`src/lpif_link_pkg.sv`:
```
`default_nettype none

package lpif_link_pkg;

  //////////////////////////////////////////////////////////////////////
  // User bus field widths

  localparam int LPIF_STATE_W  = 4;
  localparam int LPIF_PROTID_W = 2;
  localparam int LPIF_DATA_W   = 256;
  localparam int LPIF_BSTART_W = 5;
  localparam int LPIF_BVALID_W = 32;
  localparam int LPIF_BYTE_W   = 8;

  // Full flat link word, valid bit included
  localparam int LPIF_WORD_W = LPIF_STATE_W + LPIF_PROTID_W + LPIF_DATA_W +
                               LPIF_BSTART_W + LPIF_BVALID_W + 1;

  //////////////////////////////////////////////////////////////////////
  // PHY channel layout

  localparam int PHY_CH_N      = 4;
  localparam int PHY_W         = 80;
  localparam int PHY_PAYLOAD_W = PHY_W - 2;

  // Payload bits over all channels, top of last channel is padding
  localparam int PHY_FLAT_W = PHY_CH_N * PHY_PAYLOAD_W;
  localparam int PHY_PAD_W  = PHY_FLAT_W - LPIF_WORD_W;

  // Strobe spacing in online words
  localparam int STROBE_PERIOD = 16;
  localparam int STB_CNT_W     = $clog2(STROBE_PERIOD);

  //////////////////////////////////////////////////////////////////////
  // Types

  typedef enum logic [LPIF_PROTID_W-1:0] {
    PROT_MEM    = 2'd0,
    PROT_IO     = 2'd1,
    PROT_CACHE  = 2'd2,
    PROT_STREAM = 2'd3
  } lpif_protid_t;

  // Same layout for downstream and upstream
  typedef struct packed {
    logic [LPIF_STATE_W-1:0]  state;
    lpif_protid_t             protid;
    logic [LPIF_DATA_W-1:0]   data;
    logic [LPIF_BSTART_W-1:0] bstart;
    logic [LPIF_BVALID_W-1:0] bvalid;
    logic                     valid;
  } lpif_word_t;

  // One channel word, strobe at bit 79 and marker at bit 78
  typedef struct packed {
    logic                     stb;
    logic                     mrk;
    logic [PHY_PAYLOAD_W-1:0] payload;
  } phy_word_t;

  typedef enum logic [1:0] {
    SYNC_OFFLINE = 2'd0,
    SYNC_WAIT_RX = 2'd1,
    SYNC_WAIT_TX = 2'd2,
    SYNC_ONLINE  = 2'd3
  } sync_state_t;

endpackage

`default_nettype wire

```
`src/lpif_auto_sync.sv`:
```
`timescale 1ns/1ps
`default_nettype none

module lpif_auto_sync
  import lpif_link_pkg::*;
(
  input  logic       clk_wr,
  input  logic       arst_n,
  input  logic       tx_online,
  input  logic       rx_online,
  input  logic [7:0] delay_x_value,
  input  logic [7:0] delay_xz_value,
  input  logic [7:0] delay_yz_value,
  output logic       tx_online_dly,
  output logic       rx_online_dly,
  output logic       auto_stb,
  output logic       auto_mrk
);

  sync_state_t          state;
  sync_state_t          state_nxt;
  logic [7:0]           dly_cnt;
  logic [7:0]           xz_cnt;
  logic [STB_CNT_W-1:0] stb_cnt;
  logic                 rx_done;
  logic                 xz_done;
  logic                 yz_done;

  //////////////////////////////////////////////////////////////////////
  // Alignment wait

  // Counts include the current cycle
  assign rx_done = ({1'b0, dly_cnt} + 9'd1) >= {1'b0, delay_x_value};
  assign yz_done = ({1'b0, dly_cnt} + 9'd1) >= {1'b0, delay_yz_value};
  assign xz_done = tx_online && (({1'b0, xz_cnt} + 9'd1) >= {1'b0, delay_xz_value});

  always_comb begin
    state_nxt = state;
    case (state)
      SYNC_OFFLINE: if (rx_online) state_nxt = rx_done ? SYNC_WAIT_TX : SYNC_WAIT_RX;
      SYNC_WAIT_RX: if (rx_done) state_nxt = SYNC_WAIT_TX;
      SYNC_WAIT_TX: if (xz_done && yz_done) state_nxt = SYNC_ONLINE;
      SYNC_ONLINE:  if (!tx_online) state_nxt = SYNC_WAIT_TX;
      default:      state_nxt = SYNC_OFFLINE;
    endcase
    // Losing rx drops the whole link
    if (!rx_online) begin
      state_nxt = SYNC_OFFLINE;
    end
  end

  always_ff @(posedge clk_wr or negedge arst_n) begin
    if (!arst_n) begin
      state <= SYNC_OFFLINE;
    end else begin
      state <= state_nxt;
    end
  end

  // Shared counter, delay_x first, then time since rx_online_dly rose
  always_ff @(posedge clk_wr or negedge arst_n) begin
    if (!arst_n) begin
      dly_cnt <= '0;
    end else if (state_nxt == SYNC_OFFLINE) begin
      dly_cnt <= '0;
    end else if (state_nxt == SYNC_WAIT_TX &&
                 (state == SYNC_OFFLINE || state == SYNC_WAIT_RX)) begin
      dly_cnt <= '0;
    end else if (dly_cnt != 8'hff) begin
      dly_cnt <= dly_cnt + 8'd1;
    end
  end

  always_ff @(posedge clk_wr or negedge arst_n) begin
    if (!arst_n) begin
      xz_cnt <= '0;
    end else if (!tx_online) begin
      xz_cnt <= '0;
    end else if (xz_cnt != 8'hff) begin
      xz_cnt <= xz_cnt + 8'd1;
    end
  end

  assign rx_online_dly = (state == SYNC_WAIT_TX) || (state == SYNC_ONLINE);
  assign tx_online_dly = (state == SYNC_ONLINE);

  //////////////////////////////////////////////////////////////////////
  // Strobe and marker generation

  always_ff @(posedge clk_wr or negedge arst_n) begin
    if (!arst_n) begin
      stb_cnt <= '0;
    end else if (!tx_online_dly || stb_cnt == STB_CNT_W'(STROBE_PERIOD - 1)) begin
      stb_cnt <= '0;
    end else begin
      stb_cnt <= stb_cnt + 1'b1;
    end
  end

  assign auto_stb = tx_online_dly && (stb_cnt == '0);
  assign auto_mrk = tx_online_dly;

  a_tx_after_rx: assert property (@(posedge clk_wr) disable iff (!arst_n)
    tx_online_dly |-> $past(rx_online_dly));

  // Both delayed indications drop one clock after rx_online
  a_rx_drop: assert property (@(posedge clk_wr) disable iff (!arst_n)
    !rx_online |=> (!rx_online_dly && !tx_online_dly));

endmodule

`default_nettype wire

```
`src/lpif_user_pack.sv`:
```
`timescale 1ns/1ps
`default_nettype none

module lpif_user_pack
  import lpif_link_pkg::*;
(
  input  logic       clk_wr,
  input  logic       arst_n,
  input  lpif_word_t dstrm,
  input  lpif_word_t rx_word,
  input  logic       rx_word_ok,
  output lpif_word_t tx_word,
  output lpif_word_t ustrm
);

  lpif_word_t ustrm_pl;
  logic       ustrm_vld;

  //////////////////////////////////////////////////////////////////////
  // Downstream

  // Zero bytes without a bvalid bit before they cross the link
  always_comb begin
    tx_word = dstrm;
    for (int b = 0; b < LPIF_BVALID_W; b++) begin
      if (!dstrm.bvalid[b]) begin
        tx_word.data[b*LPIF_BYTE_W +: LPIF_BYTE_W] = '0;
      end
    end
  end

  //////////////////////////////////////////////////////////////////////
  // Upstream

  always_ff @(posedge clk_wr) begin
    ustrm_pl <= rx_word;
  end

  // Valid only for words that passed the marker check
  always_ff @(posedge clk_wr or negedge arst_n) begin
    if (!arst_n) begin
      ustrm_vld <= 1'b0;
    end else begin
      ustrm_vld <= rx_word.valid && rx_word_ok;
    end
  end

  always_comb begin
    ustrm       = ustrm_pl;
    ustrm.valid = ustrm_vld;
  end

endmodule

`default_nettype wire

```
`src/lpif_phy_stripe.sv`:
```
`timescale 1ns/1ps
`default_nettype none

module lpif_phy_stripe
  import lpif_link_pkg::*;
(
  input  logic                     clk_wr,
  input  logic                     arst_n,
  input  lpif_word_t               tx_word,
  input  logic                     tx_online_dly,
  input  logic                     auto_stb,
  input  logic                     auto_mrk,
  input  logic                     rx_online_dly,
  output phy_word_t [PHY_CH_N-1:0] tx_phy,
  input  phy_word_t [PHY_CH_N-1:0] rx_phy,
  output lpif_word_t               rx_word,
  output logic                     rx_word_ok,
  output logic [31:0]              tx_debug_status,
  output logic [31:0]              rx_debug_status
);

  logic [PHY_FLAT_W-1:0]    tx_flat;
  logic [PHY_FLAT_W-1:0]    rx_flat;
  phy_word_t [PHY_CH_N-1:0] tx_phy_nxt;
  logic [PHY_CH_N-1:0]      tx_stb_vec;
  logic [PHY_CH_N-1:0]      tx_mrk_vec;
  logic [PHY_CH_N-1:0]      rx_mrk_vec;
  logic                     rx_mrk_all;
  logic                     rx_mrk_some;

  //////////////////////////////////////////////////////////////////////
  // TX striping

  // Padding lands at the top of the last channel
  assign tx_flat = {{PHY_PAD_W{1'b0}}, tx_word};

  always_comb begin
    for (int i = 0; i < PHY_CH_N; i++) begin
      tx_phy_nxt[i].stb     = auto_stb;
      tx_phy_nxt[i].mrk     = auto_mrk;
      tx_phy_nxt[i].payload = tx_flat[i*PHY_PAYLOAD_W +: PHY_PAYLOAD_W];
    end
  end

  // Channels idle at zero until the link is up
  always_ff @(posedge clk_wr or negedge arst_n) begin
    if (!arst_n) begin
      tx_phy <= '0;
    end else if (tx_online_dly) begin
      tx_phy <= tx_phy_nxt;
    end else begin
      tx_phy <= '0;
    end
  end

  always_ff @(posedge clk_wr or negedge arst_n) begin
    if (!arst_n) begin
      tx_debug_status <= '0;
    end else if (tx_online_dly && tx_word.valid) begin
      tx_debug_status <= tx_debug_status + 32'd1;
    end
  end

  always_comb begin
    for (int i = 0; i < PHY_CH_N; i++) begin
      tx_stb_vec[i] = tx_phy[i].stb;
      tx_mrk_vec[i] = tx_phy[i].mrk;
    end
  end

  //////////////////////////////////////////////////////////////////////
  // RX de-striping and marker check

  always_comb begin
    for (int i = 0; i < PHY_CH_N; i++) begin
      rx_flat[i*PHY_PAYLOAD_W +: PHY_PAYLOAD_W] = rx_phy[i].payload;
      rx_mrk_vec[i] = rx_phy[i].mrk;
    end
  end

  assign rx_word     = lpif_word_t'(rx_flat[LPIF_WORD_W-1:0]);
  assign rx_mrk_all  = &rx_mrk_vec;
  assign rx_mrk_some = |rx_mrk_vec;
  assign rx_word_ok  = rx_online_dly && rx_mrk_all;

  // Misaligned word: some channels carry a marker and some do not.
  // An all-zero idle word is not a misalignment.
  always_ff @(posedge clk_wr or negedge arst_n) begin
    if (!arst_n) begin
      rx_debug_status <= '0;
    end else if (rx_online_dly && rx_mrk_some && !rx_mrk_all) begin
      rx_debug_status <= rx_debug_status + 32'd1;
    end
  end

  //////////////////////////////////////////////////////////////////////
  // Channel word format

  a_stb_aligned: assert property (@(posedge clk_wr) disable iff (!arst_n)
    (|tx_stb_vec) |-> ((&tx_stb_vec) && (&tx_mrk_vec)));

endmodule

`default_nettype wire

```
`src/lpif_link_master_top.sv`:
```
`timescale 1ns/1ps
`default_nettype none

module lpif_link_master_top
  import lpif_link_pkg::*;
(
  input  logic                     clk_wr,
  input  logic                     arst_n,

  // Link control
  input  logic                     tx_online,
  input  logic                     rx_online,
  input  logic [7:0]               delay_x_value,
  input  logic [7:0]               delay_xz_value,
  input  logic [7:0]               delay_yz_value,

  // User bus
  input  lpif_word_t               dstrm,
  output lpif_word_t               ustrm,

  // PHY channels
  output phy_word_t [PHY_CH_N-1:0] tx_phy,
  input  phy_word_t [PHY_CH_N-1:0] rx_phy,

  // Debug status
  output logic [31:0]              tx_downstream_debug_status,
  output logic [31:0]              rx_upstream_debug_status
);

  lpif_word_t tx_word;
  lpif_word_t rx_word;
  logic       rx_word_ok;
  logic       tx_online_dly;
  logic       rx_online_dly;
  logic       auto_stb;
  logic       auto_mrk;

  //////////////////////////////////////////////////////////////////////
  // Online delay and automatic sync bits

  lpif_auto_sync u_auto_sync (
    .clk_wr         (clk_wr),
    .arst_n         (arst_n),
    .tx_online      (tx_online),
    .rx_online      (rx_online),
    .delay_x_value  (delay_x_value),
    .delay_xz_value (delay_xz_value),
    .delay_yz_value (delay_yz_value),
    .tx_online_dly  (tx_online_dly),
    .rx_online_dly  (rx_online_dly),
    .auto_stb       (auto_stb),
    .auto_mrk       (auto_mrk)
  );

  //////////////////////////////////////////////////////////////////////
  // User side

  lpif_user_pack u_user_pack (
    .clk_wr     (clk_wr),
    .arst_n     (arst_n),
    .dstrm      (dstrm),
    .rx_word    (rx_word),
    .rx_word_ok (rx_word_ok),
    .tx_word    (tx_word),
    .ustrm      (ustrm)
  );

  //////////////////////////////////////////////////////////////////////
  // PHY side

  lpif_phy_stripe u_phy_stripe (
    .clk_wr          (clk_wr),
    .arst_n          (arst_n),
    .tx_word         (tx_word),
    .tx_online_dly   (tx_online_dly),
    .auto_stb        (auto_stb),
    .auto_mrk        (auto_mrk),
    .rx_online_dly   (rx_online_dly),
    .tx_phy          (tx_phy),
    .rx_phy          (rx_phy),
    .rx_word         (rx_word),
    .rx_word_ok      (rx_word_ok),
    .tx_debug_status (tx_downstream_debug_status),
    .rx_debug_status (rx_upstream_debug_status)
  );

endmodule

`default_nettype wire

```
`config.mk`:
```
export PLATFORM = sky130hd
export DESIGN_NAME = lpif_link_master_top
export DESIGN_NICKNAME = d
export VERILOG_FILES = /design/src/lpif_link_pkg.sv /design/src/lpif_auto_sync.sv /design/src/lpif_user_pack.sv /design/src/lpif_phy_stripe.sv /design/src/lpif_link_master_top.sv
export SDC_FILE = /design/constraint.sdc
export NUM_CORES = 1
export LEC_CHECK = 0
export BUFFER_PORTS_ARGS = -buffer_cell sky130_fd_sc_hd__buf_2
export CAP_MARGIN = 25
export CORE_AREA = 2 2 521 523
export DETAILED_ROUTE_END_ITERATION = 12
export DIE_AREA = 0 0 523 525
export MAX_ROUTING_LAYER = met4
export PLACE_DENSITY_LB_ADDON = 0.12
export SETUP_SLACK_MARGIN = 0.02
export SLEW_MARGIN = 40
export SYNTH_ARGS = -nofsm -noshare
export SYNTH_HDL_FRONTEND = slang
export SYNTH_HIERARCHICAL = 1
export SYNTH_SLANG_ARGS = --single-unit
```
`constraint.sdc`:
```
create_clock -name clk_wr -period 2.3 [get_ports clk_wr]
set_input_delay 0.575 -clock clk_wr [delete_from_list [all_inputs] [get_ports clk_wr]]
set_output_delay 0.575 -clock clk_wr [all_outputs]
set_load 0.05 [all_outputs]
```
==> summary.md <==
| Metric | Value |
|---|---|
| Status | finished, violations left |
| Failing checks | setup timing |
| Root Buffer | clkbuf_16 |
| Max-cap violations | 0 |
| Commonest non-fill, non-tap cell in the layout | buf_2 |
| Number of flops mapped to enable cells by yosys | 0 |
| Crit-path cells | ha_4, and3_4, nand3_4, xnor2_4, buf_4, ha_4, a211oi_2, o31ai_2, a211oi_2, buf_4, o2bb2ai_1 |
| GRT overflow | 0 |
| CP required | 2.99 ns |
| Dpl cells | 6545 |
| Final #Nets | 4178 |
| Fmax | 435 MHz |
| Final Critical Period | 2.30 ns |
| Initial antenna violation count | 144 |
| Reg2reg end | u_auto_sync/state[0] |
| Initial Utilization | 9.13% |
| Worst-Skew Late Latency | 0.80 ns |
| Crit. path cell count | 11 |
| H-tree levels | 3 |
| CTS tree | yes |
| Largest net degree at the start of global routing | 109 |
| Port Buffers | 1303 |
| #FFs+latches synth | 688 |
| Avg WL per Cell | 19.7 microns |
| First-pass GRT wire length | 188 mm |
| Starting DRT DRC Count | 567 |
| Clock Skews | 0.0595 ns |
| Final core utilization | 15.4% |
| Layout cells sized above 1 | 43.9% |
| Most frequent cells in the layout | buf_2 (1267), and2_1 (564), dlygate4sd3_1 (410) |
| Die area | 275000 sq um |
| Worst setup path start | u_auto_sync/dly_cnt[1] |
| Flop-to-flop setup slack | -0.001 ns |
| Row cnt | 191 |
| Max-slew violations | 0 |
| Synth unique cells | 49 |
| Worst Setup End Kind | register |
| Worst-case clock buffer depth | 4 |
| Gpl congestion | 0.776 |
| Drt first pass iters | 4 |
| Final period util | 100% |
| DIE WIDTH | 523 microns |
| Top_reg_cell synth | dfrtp_1 |
| Fin Setup TNS | -0.000983 ns |
| Via-per-instance ratio | 2.66 |
| Fillers | 30447 |
| Inserted Clock Buffers | 102 |
| Bufs and invs on worst path | 2 |
| Post-synthesis async set-or-reset flop share | 56.5% |
| PD cells | 780 nW/um^2 |
| Vias in the first global route | 20903 |
| CP delay by family, top | compound AO/OA/AOI/OAI gates |
| Ys Warns | 6 |
| Final ANT Viol Nets | 0 |
| Max rail drop VDD | 516 uV |
| Worst-Margin Slew | 0.532 ns |
| Mapped Avg Cell Area | 12.2 sq um |
| Mapped Area | 24600 sq um |
| Crit Path Class | register to register |
| Leak pwr | 20.2 nW |
| Routed Wire Length | 143 mm |
| Post-Synthesis Cells | 2013 |
| Worst reg2reg path depth | 11 |
| Layout Cells excl Fill | 7270 |
| Design Power | 32.3 mW |
| Final hold viol count | 0 |
| Layout area overhead | 68.7% |
| RR Startpoint | u_auto_sync/dly_cnt[1] |
| Crit Path Max Fanout | 2 |
| Worst Hold Class | input port to register |
| Max incr delay on CP | 0.40 ns |
| Register area share after synthesis | 63.9% |
| CP arrival | 2.99 ns |
| Clock Pin Slew Worst Setup and Hold Paths | 0.06 ns |
| Clk sinks | 688 |
| CORE AREA | 269000 sq um |
| CP endpoint | u_auto_sync/state[0] |
| Io pins | 1332 |
| DRC | 0 |
| Slew headroom | 64.5% |
| Final WS setup | -0.000983 ns |
| Vias | 19329 |
| Slowest CP cell | dfrtp_1 |
| DP HPWL | 119 mm |
| Global-route usage over all layers | 10.4% |
| RSZ-0062 raised after global routing | true |
| Finish-stage setup viols | 1 |
| Die height | 525 microns |
| Setup crit start kind | register |
[Yosys cell counts (all sizes together) (5+ instances only)]
| master | count | area share, % |
|---|---|---|
| nor3 | 17 | 0.41 |
| xor2 | 33 | 1.2 |
| and2 | 564 | 14 |
| or4 | 5 | 0.17 |
| dfrtp | 389 | 40 |
| clkbuf | 36 | 0.55 |
| inv | 36 | 0.55 |
| ha | 30 | 1.5 |
| and3 | 12 | 0.33 |
| a21oi | 6 | 0.14 |
| nor3b | 7 | 0.21 |
| nand4 | 20 | 0.59 |
| nand3 | 33 | 0.67 |
| nor2 | 34 | 0.53 |
| dfxtp | 299 | 24 |
| o21a | 8 | 0.24 |
| nor4 | 8 | 0.38 |
| buf | 368 | 11 |
| xnor2 | 44 | 1.6 |
| nand2 | 31 | 0.47 |
[report_power, final]
group          switching (mW)  internal, mW  leakage (nW)
registers               0.166          12.4          7.91
clock network            6.40          9.75          1.67
logic                    2.31          1.33          10.6
[through the flow]
stage / hold slack [ns] / area (sq um) / setup WS [ns]
after floorplan: 0.279 / 24700 / 0.0325
after global placement: 0.408 / 33300 / -0.197
after detailed placement: 0.407 / 33300 / -0.129
after CTS: 0.00114 / 41000 / -0.00337
after global routing: 0.0447 / 41500 / -0.116
final: 0.0973 / 41500 / -0.000983
[worst min-delay path by stage]
stage | end | slack [ns] | from | depth (start not counted)
floorplan | u_auto_sync/dly_cnt[0] | 0.28 | arst_n | 0
global placement | u_auto_sync/dly_cnt[3] | 0.41 | arst_n | 1
detailed placement | u_auto_sync/dly_cnt[1] | 0.41 | arst_n | 1
CTS | u_phy_stripe/tx_phy[165] | 0.001 | dstrm[161] | 3
global route | u_user_pack/ustrm_vld | 0.04 | rx_phy[0] | 2
finish | u_phy_stripe/tx_phy[251] | 0.1 | dstrm[245] | 3
[metal layers]
metal / vias to the layer above / routed length (microns) / global-route usage [%]
li1: 9125 / - / -
met1: 9042 / 53900 / 10.9
met2: 960 / 70500 / 17.7
met3: 202 / 14900 / 4.38
met4: 0 / 4210 / 3.15
met5: - / 0 / -
[final cells by class]
type	instances	area [sq um]	area share, %
Antenna cell	119	298	0.718
Clock buffer	155	3040	7.34
Clock inverter	30	352	0.848
Inverter	36	143	0.344
Multi-Input combinational cell	896	6110	14.7
Sequential cell	688	15700	37.9
Tap cell	3570	4470	10.8
Timing Repair Buffer	1776	11300	27.3
[cell families (layout without fill, tap and decap cells)]
family / count (synthesis) / after routing / share of synthesized area (%)
AOI/OAI and AO/OA: 32 / 32 / 0.895
xor gates and xnor gates: 77 / 77 / 2.74
adders and majority gates: 30 / 30 / 1.53
buffers and inverters: 440 / 1997 / 12.3
DFF: 688 / 688 / 63.9
muxes: 3 / 3 / 0.127
other: 1 / 131 / 0.0152
and+or+nand+nor: 742 / 742 / 18.4
[worst min-delay path: cells and delay by family]
| family | cells | cell delay [ns] |
|---|---|---|
| and+or+nand+nor | 2 | 0.22 |
| buffers and inverters | 1 | 0.07 |
[sequential cells by signal (all words and copies together), names as in the netlist]
name and count:
u_user_pack/ustrm 299, u_auto_sync/stb_cnt 4, u_auto_sync/state 2, u_user_pack/ustrm_vld 1, u_phy_stripe/tx_phy 302, u_phy_stripe/rx_debug_status 32
u_auto_sync/dly_cnt 8, u_auto_sync/xz_cnt 8, u_phy_stripe/tx_debug_status 32
[timing repair]
item                                    4_1_cts  5_1_grt
hold endpoints to repair                    614        0
endpoints found under the setup margin       44        8
pin swaps                                    19       15
resized for setup                            59       17
buffers inserted                              8        3
hold buffers                                410        0
(Power assumes the default switching activity.)
